--- src/rtl/rrag_pkg.sv ---
package rrag_pkg;

    // ==========================================================================
    // architectural widths
    // ==========================================================================
    localparam int WORD_BITS  = 32;
    localparam int SEL_BITS   = 16;
    localparam int RADDR_BITS = 3;
    localparam int TAG_BITS   = 4;
    localparam int NUM_REGS   = 8;

    // 4 KB pages
    localparam int PAGE_BITS  = 12;

    // selector to linear base
    localparam int SEG_SHIFT  = 16;

    typedef logic [WORD_BITS-1:0]  word_t;
    typedef logic [SEL_BITS-1:0]   sel_t;
    typedef logic [RADDR_BITS-1:0] raddr_t;
    typedef logic [TAG_BITS-1:0]   tag_t;
    typedef logic [1:0]            opsize_t;
    typedef logic [NUM_REGS-1:0]   rmask_t;

    // ==========================================================================
    // operand size codes
    // ==========================================================================
    localparam opsize_t OPSIZE_1B = 2'd0;
    localparam opsize_t OPSIZE_2B = 2'd1;
    localparam opsize_t OPSIZE_4B = 2'd2;
    localparam opsize_t OPSIZE_8B = 2'd3;

endpackage

--- src/rtl/rrag_ifs.sv ---
`timescale 1ns/1ps

// ==========================================================================
// general register read bundle
// ==========================================================================
interface gpr_read_if import rrag_pkg::*; ();

    word_t data1;
    word_t data2;
    word_t data3;
    word_t data4;
    // port 1 is never used for an address, so it carries no pending bit
    logic  pend2;
    logic  pend3;
    logic  pend4;

    modport src (output data1, data2, data3, data4, pend2, pend3, pend4);
    modport dst (input  data1, data2, data3, data4, pend2, pend3, pend4);

endinterface

// ==========================================================================
// segment selector read bundle
// ==========================================================================
interface seg_read_if import rrag_pkg::*; ();

    sel_t sel1;
    sel_t sel2;
    logic pend1;
    logic pend2;

    modport src (output sel1, sel2, pend1, pend2);
    modport dst (input  sel1, sel2, pend1, pend2);

endinterface

// ==========================================================================
// issue strobe with tag and destination masks
// ==========================================================================
interface issue_if import rrag_pkg::*; ();

    logic   issue;
    tag_t   tag;
    rmask_t reg_dest;
    rmask_t seg_dest;

    modport drv  (output issue, tag, reg_dest, seg_dest);
    modport mark (input  issue, tag, reg_dest, seg_dest);

endinterface

--- src/rtl/gpr_file.sv ---
`timescale 1ns/1ps

module gpr_file import rrag_pkg::*; (
    input  logic   clk,
    input  logic   rst_n,
    input  logic   ptc_clear,

    // read addresses
    input  raddr_t rd_addr1,
    input  raddr_t rd_addr2,
    input  raddr_t rd_addr3,
    input  raddr_t rd_addr4,

    // writeback
    input  logic   wb_reg_ld,
    input  raddr_t wb_reg_addr,
    input  word_t  wb_data,
    input  tag_t   wb_tag,

    gpr_read_if.src rd,
    issue_if.mark   iss
);

    word_t               regs [NUM_REGS];
    tag_t                ptag [NUM_REGS];
    logic [NUM_REGS-1:0] pend;

    // ==========================================================================
    // register data
    // ==========================================================================
    always_ff @(posedge clk) begin
        if (!rst_n) begin
            for (int i = 0; i < NUM_REGS; i++) begin
                regs[i] <= '0;
            end
        end else if (wb_reg_ld) begin
            regs[wb_reg_addr] <= wb_data;
        end
    end

    // ==========================================================================
    // pending marks and writer tags
    // ==========================================================================
    always_ff @(posedge clk) begin
        if (!rst_n) begin
            pend <= '0;
            for (int i = 0; i < NUM_REGS; i++) begin
                ptag[i] <= '0;
            end
        end else begin
            for (int i = 0; i < NUM_REGS; i++) begin
                if (iss.issue && iss.reg_dest[i]) begin
                    // a new writer wins over any clear in the same cycle
                    pend[i] <= 1'b1;
                    ptag[i] <= iss.tag;
                end else if (ptc_clear) begin
                    pend[i] <= 1'b0;
                end else if (wb_reg_ld && (wb_reg_addr == raddr_t'(i)) &&
                             pend[i] && (ptag[i] == wb_tag)) begin
                    // only the latest writer releases the register
                    pend[i] <= 1'b0;
                end
            end
        end
    end

    // ==========================================================================
    // read ports
    // ==========================================================================
    assign rd.data1 = regs[rd_addr1];
    assign rd.data2 = regs[rd_addr2];
    assign rd.data3 = regs[rd_addr3];
    assign rd.data4 = regs[rd_addr4];

    assign rd.pend2 = pend[rd_addr2];
    assign rd.pend3 = pend[rd_addr3];
    assign rd.pend4 = pend[rd_addr4];

    a_wb_addr_known: assert property (
        @(posedge clk) disable iff (!rst_n)
        wb_reg_ld |-> !$isunknown(wb_reg_addr)
    ) else $error("gpr writeback with unknown address");

endmodule

--- src/rtl/seg_file.sv ---
`timescale 1ns/1ps

module seg_file import rrag_pkg::*; (
    input  logic   clk,
    input  logic   rst_n,
    input  logic   ptc_clear,

    input  raddr_t rd_addr1,
    input  raddr_t rd_addr2,

    // writeback
    input  logic   wb_seg_ld,
    input  raddr_t wb_seg_addr,
    input  sel_t   wb_sel,
    input  tag_t   wb_tag,

    seg_read_if.src rd,
    issue_if.mark   iss
);

    sel_t                sels [NUM_REGS];
    tag_t                ptag [NUM_REGS];
    logic [NUM_REGS-1:0] pend;

    always_ff @(posedge clk) begin
        if (!rst_n) begin
            for (int i = 0; i < NUM_REGS; i++) begin
                sels[i] <= '0;
            end
        end else if (wb_seg_ld) begin
            sels[wb_seg_addr] <= wb_sel;
        end
    end

    // ==========================================================================
    // pending marks, same priority as the general registers
    // ==========================================================================
    always_ff @(posedge clk) begin
        if (!rst_n) begin
            pend <= '0;
            for (int i = 0; i < NUM_REGS; i++) begin
                ptag[i] <= '0;
            end
        end else begin
            for (int i = 0; i < NUM_REGS; i++) begin
                if (iss.issue && iss.seg_dest[i]) begin
                    pend[i] <= 1'b1;
                    ptag[i] <= iss.tag;
                end else if (ptc_clear) begin
                    pend[i] <= 1'b0;
                end else if (wb_seg_ld && (wb_seg_addr == raddr_t'(i)) &&
                             pend[i] && (ptag[i] == wb_tag)) begin
                    pend[i] <= 1'b0;
                end
            end
        end
    end

    assign rd.sel1  = sels[rd_addr1];
    assign rd.sel2  = sels[rd_addr2];
    assign rd.pend1 = pend[rd_addr1];
    assign rd.pend2 = pend[rd_addr2];

endmodule

--- src/rtl/addr_gen.sv ---
`timescale 1ns/1ps

module addr_gen import rrag_pkg::*; (
    input  logic    clk,
    input  logic    rst_n,

    input  logic    valid_in,
    input  logic    latch_empty,
    input  logic    fwd_stall,

    // address operands
    input  word_t   disp,
    input  logic [1:0] scale,
    input  logic    use_base,
    input  logic    use_index,
    input  logic    seg_bypass,
    input  opsize_t opsize,
    input  logic [1:0] mem1_rw,
    input  logic [1:0] mem2_rw,

    // registers this instruction will write
    input  rmask_t  dest_regs,
    input  rmask_t  dest_segs,

    gpr_read_if.dst gr,
    seg_read_if.dst sr,
    issue_if.drv    iss,

    output logic    valid_out,
    output logic    stall,
    output word_t   mem_addr1,
    output word_t   mem_addr2,
    output word_t   mem_addr1_end,
    output logic    mem1_cross,
    output tag_t    inst_tag
);

    word_t seg_base1;
    word_t seg_base2;
    word_t base_term;
    word_t index_term;
    word_t size_m1;
    logic  mem1_used;
    logic  mem2_used;
    logic  mem1_pend;
    logic  mem2_pend;
    tag_t  tag_q;

    // ==========================================================================
    // address arithmetic
    // ==========================================================================
    assign seg_base1  = seg_bypass ? '0 : (word_t'(sr.sel1) << SEG_SHIFT);
    assign seg_base2  = word_t'(sr.sel2) << SEG_SHIFT;
    assign base_term  = use_base ? gr.data2 : '0;
    // scaled index, x1 x2 x4 x8
    assign index_term = use_index ? (gr.data3 << scale) : '0;

    assign mem_addr1 = seg_base1 + disp + base_term + index_term;
    assign mem_addr2 = seg_base2 + gr.data4;

    // last byte offset of the access
    always_comb begin
        case (opsize)
            OPSIZE_1B: size_m1 = word_t'(0);
            OPSIZE_2B: size_m1 = word_t'(1);
            OPSIZE_4B: size_m1 = word_t'(3);
            OPSIZE_8B: size_m1 = word_t'(7);
            default:   size_m1 = word_t'(0);
        endcase
    end

    assign mem_addr1_end = mem_addr1 + size_m1;
    assign mem1_cross    = mem_addr1[WORD_BITS-1:PAGE_BITS] !=
                           mem_addr1_end[WORD_BITS-1:PAGE_BITS];

    // ==========================================================================
    // stall and valid
    // ==========================================================================
    assign mem1_used = |mem1_rw;
    assign mem2_used = |mem2_rw;

    assign mem1_pend = (use_base && gr.pend2) || (use_index && gr.pend3) || sr.pend1;
    assign mem2_pend = gr.pend4 || sr.pend2;

    assign stall = valid_in && (fwd_stall ||
                                (mem1_used && mem1_pend) ||
                                (mem2_used && mem2_pend));

    assign valid_out = valid_in && !latch_empty && !stall;

    // ==========================================================================
    // issue and tag counter
    // ==========================================================================
    assign iss.issue    = valid_out;
    assign iss.tag      = tag_q;
    assign iss.reg_dest = dest_regs;
    assign iss.seg_dest = dest_segs;
    assign inst_tag     = tag_q;

    // wraps at 16 by width
    always_ff @(posedge clk) begin
        if (!rst_n) begin
            tag_q <= '0;
        end else if (valid_out) begin
            tag_q <= tag_q + tag_t'(1);
        end
    end

    a_no_issue_on_stall: assert property (
        @(posedge clk) disable iff (!rst_n)
        !(valid_out && stall)
    ) else $error("valid_out and stall high together");

    a_tag_step: assert property (
        @(posedge clk) disable iff (!rst_n)
        $past(rst_n) |-> (tag_q == tag_t'($past(tag_q) + tag_t'($past(iss.issue))))
    ) else $error("tag counter did not follow issue");

endmodule

--- src/rtl/rrag.sv ---
`timescale 1ns/1ps

module rrag import rrag_pkg::*; (
    input  logic       clk,
    input  logic       rst_n,
    input  logic       ptc_clear,

    input  logic       valid_in,
    input  logic       latch_empty,
    input  logic       fwd_stall,

    // register and segment read addresses
    input  raddr_t     reg_addr1,
    input  raddr_t     reg_addr2,
    input  raddr_t     reg_addr3,
    input  raddr_t     reg_addr4,
    input  raddr_t     seg_addr1,
    input  raddr_t     seg_addr2,

    // address operands
    input  word_t      disp,
    input  logic [1:0] scale,
    input  logic       use_base,
    input  logic       use_index,
    input  logic       seg_bypass,
    input  opsize_t    opsize,
    input  logic [1:0] mem1_rw,
    input  logic [1:0] mem2_rw,
    input  rmask_t     dest_regs,
    input  rmask_t     dest_segs,

    // writeback
    input  logic       wb_reg_ld,
    input  raddr_t     wb_reg_addr,
    input  word_t      wb_data,
    input  logic       wb_seg_ld,
    input  raddr_t     wb_seg_addr,
    input  sel_t       wb_sel,
    input  tag_t       wb_tag,

    output logic       valid_out,
    output logic       stall,
    output word_t      reg1,
    output word_t      reg2,
    output word_t      reg3,
    output word_t      reg4,
    output sel_t       seg1,
    output sel_t       seg2,
    output word_t      mem_addr1,
    output word_t      mem_addr2,
    output word_t      mem_addr1_end,
    output logic       mem1_cross,
    output tag_t       inst_tag
);

    gpr_read_if gr_if ();
    seg_read_if sr_if ();
    issue_if    iss_if ();

    gpr_file u_gpr (
        .clk         (clk),
        .rst_n       (rst_n),
        .ptc_clear   (ptc_clear),
        .rd_addr1    (reg_addr1),
        .rd_addr2    (reg_addr2),
        .rd_addr3    (reg_addr3),
        .rd_addr4    (reg_addr4),
        .wb_reg_ld   (wb_reg_ld),
        .wb_reg_addr (wb_reg_addr),
        .wb_data     (wb_data),
        .wb_tag      (wb_tag),
        .rd          (gr_if),
        .iss         (iss_if)
    );

    seg_file u_seg (
        .clk         (clk),
        .rst_n       (rst_n),
        .ptc_clear   (ptc_clear),
        .rd_addr1    (seg_addr1),
        .rd_addr2    (seg_addr2),
        .wb_seg_ld   (wb_seg_ld),
        .wb_seg_addr (wb_seg_addr),
        .wb_sel      (wb_sel),
        .wb_tag      (wb_tag),
        .rd          (sr_if),
        .iss         (iss_if)
    );

    addr_gen u_agen (
        .clk           (clk),
        .rst_n         (rst_n),
        .valid_in      (valid_in),
        .latch_empty   (latch_empty),
        .fwd_stall     (fwd_stall),
        .disp          (disp),
        .scale         (scale),
        .use_base      (use_base),
        .use_index     (use_index),
        .seg_bypass    (seg_bypass),
        .opsize        (opsize),
        .mem1_rw       (mem1_rw),
        .mem2_rw       (mem2_rw),
        .dest_regs     (dest_regs),
        .dest_segs     (dest_segs),
        .gr            (gr_if),
        .sr            (sr_if),
        .iss           (iss_if),
        .valid_out     (valid_out),
        .stall         (stall),
        .mem_addr1     (mem_addr1),
        .mem_addr2     (mem_addr2),
        .mem_addr1_end (mem_addr1_end),
        .mem1_cross    (mem1_cross),
        .inst_tag      (inst_tag)
    );

    // operand values to the next stage
    assign reg1 = gr_if.data1;
    assign reg2 = gr_if.data2;
    assign reg3 = gr_if.data3;
    assign reg4 = gr_if.data4;
    assign seg1 = sr_if.sel1;
    assign seg2 = sr_if.sel2;

endmodule

--- config.mk ---
export PLATFORM = sky130hd
export DESIGN_NAME = rrag
export DESIGN_NICKNAME = d
export VERILOG_FILES = /design/src/rtl/rrag_pkg.sv /design/src/rtl/rrag_ifs.sv /design/src/rtl/gpr_file.sv /design/src/rtl/seg_file.sv /design/src/rtl/addr_gen.sv /design/src/rtl/rrag.sv
export SDC_FILE = /design/constraint.sdc
export NUM_CORES = 1
export LEC_CHECK = 0
export BUFFER_PORTS_ARGS = -buffer_cell sky130_fd_sc_hd__buf_2
export CAP_MARGIN = 20
export CELL_PAD_IN_SITES_DETAIL_PLACEMENT = 2
export CELL_PAD_IN_SITES_GLOBAL_PLACEMENT = 2
export CORE_MARGIN = 4
export CORE_UTILIZATION = 45
export DETAILED_ROUTE_END_ITERATION = 16
export PLACE_DENSITY = 0.95
export SLEW_MARGIN = 20
export SYNTH_ARGS = -nofsm -noshare
export SYNTH_HDL_FRONTEND = slang
export SYNTH_SLANG_ARGS = --single-unit
--- constraint.sdc ---
create_clock -name clk -period 18.4 [get_ports clk]
set_clock_uncertainty 0.2 [all_clocks]
set_input_delay 1.84 -clock clk [delete_from_list [all_inputs] [get_ports clk]]
set_output_delay 1.84 -clock clk [all_outputs]
set_load 0.005 [all_outputs]
==> flow_summary_export.csv <==
group,metric,value,unit
timing,worstMarginPinSlew,1.25,ns
cts,clockBufferDepth,3,
grt,grtUsageTotal,40.4,%
route,drc,0,
cts,clockRootBuffer,"clkbuf_16",
timing,final.setup.worst_slack,6.86,ns
route,wire_per_inst,42.7,um
synth,async_reset_ff_share,0,%
pwr,ir_worst_vdd,0.0948,mV
route,avgViaCountPerCell,7.20,
grt,grt_pass1_vias,30100,
synth,synthFlopType,"edfxtp_1",
finish,fillers,6916,
setup_path,cp.required,16.36,ns
cts,path_clk_slew,0.07,ns
synth,yosysSeqAreaShare,41.0,%
route,first_iter_violations,4265,
floorplanning,die_w,282,um
setup_path,criticalPathCategory,"in -> out",
setup_path,setup.worst_path.end_class,"output pin",
placed_design,portBuffers,405,
setup_path,r2r_cells,8,
setup_path,crit_path_max_fanout,34,
synth,synth_edf_count,448,
synth,netlist_instances,2583,
synth,synth_common_cells,"448 x edfxtp_1, 405 x and2_1, 330 x mux4_2, 160 x mux2_2, 122 x clkbuf_1",
finish,drive_gt1_share,36.5,%
cts,insertion_delay,0.66,ns
synth,ys_ff_latch,468,
placed_design,dp_hpwl,104000,um
pwr,clkPwrFrac,29.7,%
route,routed_wl,167000,um
synth,avgSynthCellArea,13.1,sq um
route,vias,28300,
cts,cts-resized-gates,0,
pwr,intPower,2.49,mW
synth,synth_cell_types,85,
synth,syn-num-nets,2838,
route,ant_nets,0,
setup_path,cp-start-kind,"primary input",
route,drt_first_pass_iters,5,
synth,ys.warnings.count,0,
floorplanning,core.rowCount,100,
timing,fin_setup_tns,0,ns
timing,hold_viol_final,0,
synth,synth_area_leaders,"edfxtp_1 40%, mux4_2 22%, and2_1 7.5%, mux2_2 5.3%, fa_1 2.9%",
synth,synth.most_common_cell,"edfxtp_1",
timing,fmax,86.6,MHz
timing,slew_headroom,16.7,%
floorplanning,die_area,79500,sq um
finish,fin_util,51.9,%
pwr,swShare,38.2,%
synth,syn_area,33800,sq um
floorplanning,start_util,45.4,%
cts,cts_inserted_buffers,53,
cts,post-cts-setup-buffer-count,0,
setup_path,crit_arrival,9.50,ns
run,drv_cap,0,
placed_design,dp_cells,3797,
pwr,power_leakage,14.8,nW
timing,whs,0.349,ns
finish,fin_nets,3141,
grt,grt_overflow,0,
pwr,pwr-share-comb,37.7,%
grt,grt_max_degree,65,
pwr,p_switching,1.54,mW
grt,grt_antenna_before_repair,31,
floorplanning,ios,406,
floorplanning,core_area,74400,sq um
grt,grt_pass1_wl,231000,um
pwr,seq_power_share,32.6,%
cts,postCtsHoldBufs,0,
min_path,hold_class,"reg -> reg",
outcome,outcome,"complete, no violations",
pwr,p_per_area,104,nW/um^2
timing,slew_viol_final,0,
finish,area_growth,14.4,%
timing,period_share,62.7,%
timing,rsz0062_at_grt,"no",
synth,synth_top_area_share,39.8,%
finish,instances_no_fill,3923,
cts,htree_num_levels,2,
timing,finalSetupViolCount,0,
cts,clkSinkCount,468,
synth,yosys.area.top_type,"edfxtp_1",
min_path,holdPathStages,2,
floorplanning,die_h,282,um
timing,fin_crit,11.54,ns
cts,cts_tree,"done",
placed_design,place_ws,7.32,ns
placed_design,routabilityCongestion,0.863,
-- worst max-delay path, cell delays in order --
cell	delay, ns
buf_4	0.61
buf_4	0.78
mux4_2	0.65
mux2i_1	0.64
nor2_1	0.16
nand2_1	0.14
o21ai_0	0.13
nand2_1	0.16
fa_1	0.45
inv_1	0.10
ha_1	0.26
ha_1	0.24
fa_1	0.51
xor2_1	0.42
nand3b_1	0.27
nor4_2	0.40
nand3_1	0.18
nand3b_1	0.26
nor4_4	0.36
nor4b_2	0.40
nand4_1	0.17
xnor2_1	0.14
buf_2	0.14
-- state kept, by name, summed over array words and instances, names as in the netlist --
name and flops:
u_seg.ptag 32, u_seg.pend 8, u_gpr.regs 256, u_gpr.ptag 32
u_gpr.pend 8, u_agen.inst_tag 4, u_seg.sels 128
-- per-layer routing --
metal / global-route usage (%) / vias to the layer above / share of wire, %
li1: - / 10400 / -
met1: 46.5 / 14500 / 33
met2: 66.2 / 2573 / 48
met3: 9.31 / 788 / 10
met4: 30.2 / 18 / 9.2
met5: 0 / - / 0.091
-- path summary, 6_finish.rpt --
kind | startpoint | end | slack [ns]
max | reg_addr3[0] | mem_addr1_end[31] | 6.86
min | u_seg.pend[7] | u_seg.pend[7] | 0.35
max reg2reg | u_gpr.pend[0] | u_gpr.ptag[0][8] | 14.38
min reg2reg | u_seg.pend[7] | u_seg.pend[7] | 0.35
-- logic make-up after synthesis --
logic type | share of synthesized area (%)
AND/OR/NAND/NOR | 14.2
multiplexers | 28.4
flip-flops | 41.0
buffers and inverters | 3.73
AO/OA/AOI/OAI | 4.09
XOR/XNOR | 3.34
adder cells (fa/ha/maj) | 5.24
-- cell type report --
cell class / instances / area (sq um) / share of cell area (%)
Inverter: 114 / 428 / 1.11
Multi-Input combinational cell: 1803 / 18900 / 48.8
Sequential cell: 468 / 13900 / 35.8
Clock inverter: 34 / 437 / 1.13
Clock buffer: 64 / 1390 / 3.59
Antenna cell: 25 / 62.6 / 0.162
Timing Repair Buffer: 446 / 2400 / 6.20
Tap cell: 969 / 1210 / 3.14
-- cell usage in the layout, fill, tap and decap left out, drive strengths merged, types with 20 or more instances in the layout --
| cell type | n |
|---|---|
| nand2b | 23 |
| inv | 114 |
| a21boi | 20 |
| and3 | 55 |
| nand2 | 92 |
| nor2 | 112 |
| and2 | 406 |
| ha | 63 |
| diode | 25 |
| dfxtp | 20 |
| mux2i | 36 |
| buf | 446 |
| o21ai | 62 |
| a21oi | 26 |
| xor2 | 41 |
| nand3 | 51 |
| clkbuf | 64 |
| fa | 49 |
| clkinv | 22 |
| xnor2 | 80 |
| edfxtp | 448 |
| nor3 | 33 |
| mux2 | 160 |
| mux4 | 330 |
-- stage by stage --
stage | instance area [sq um] | power (mW)
finish | 38700 | 4.02
global route | 38600 | 4.12
CTS | 38500 | 3.95
detailed placement | 36700 | 2.74
global placement | 36600 | 2.63
floorplan | 33800 | 2.12
-- power by group through the flow --
| stage | combinational (mW) | sequential, mW | clock (mW) |
|---|---|---|---|
| final | 1.52 | 1.31 | 1.19 |
| after global routing | 1.59 | 1.31 | 1.23 |
| after CTS | 1.47 | 1.30 | 1.18 |
| after detailed placement | 1.42 | 1.31 | 0 |
| after global placement | 1.34 | 1.29 | 0 |
| after floorplan | 0.839 | 1.28 | 0 |
Note: power is estimated with default switching activity, not from simulation.
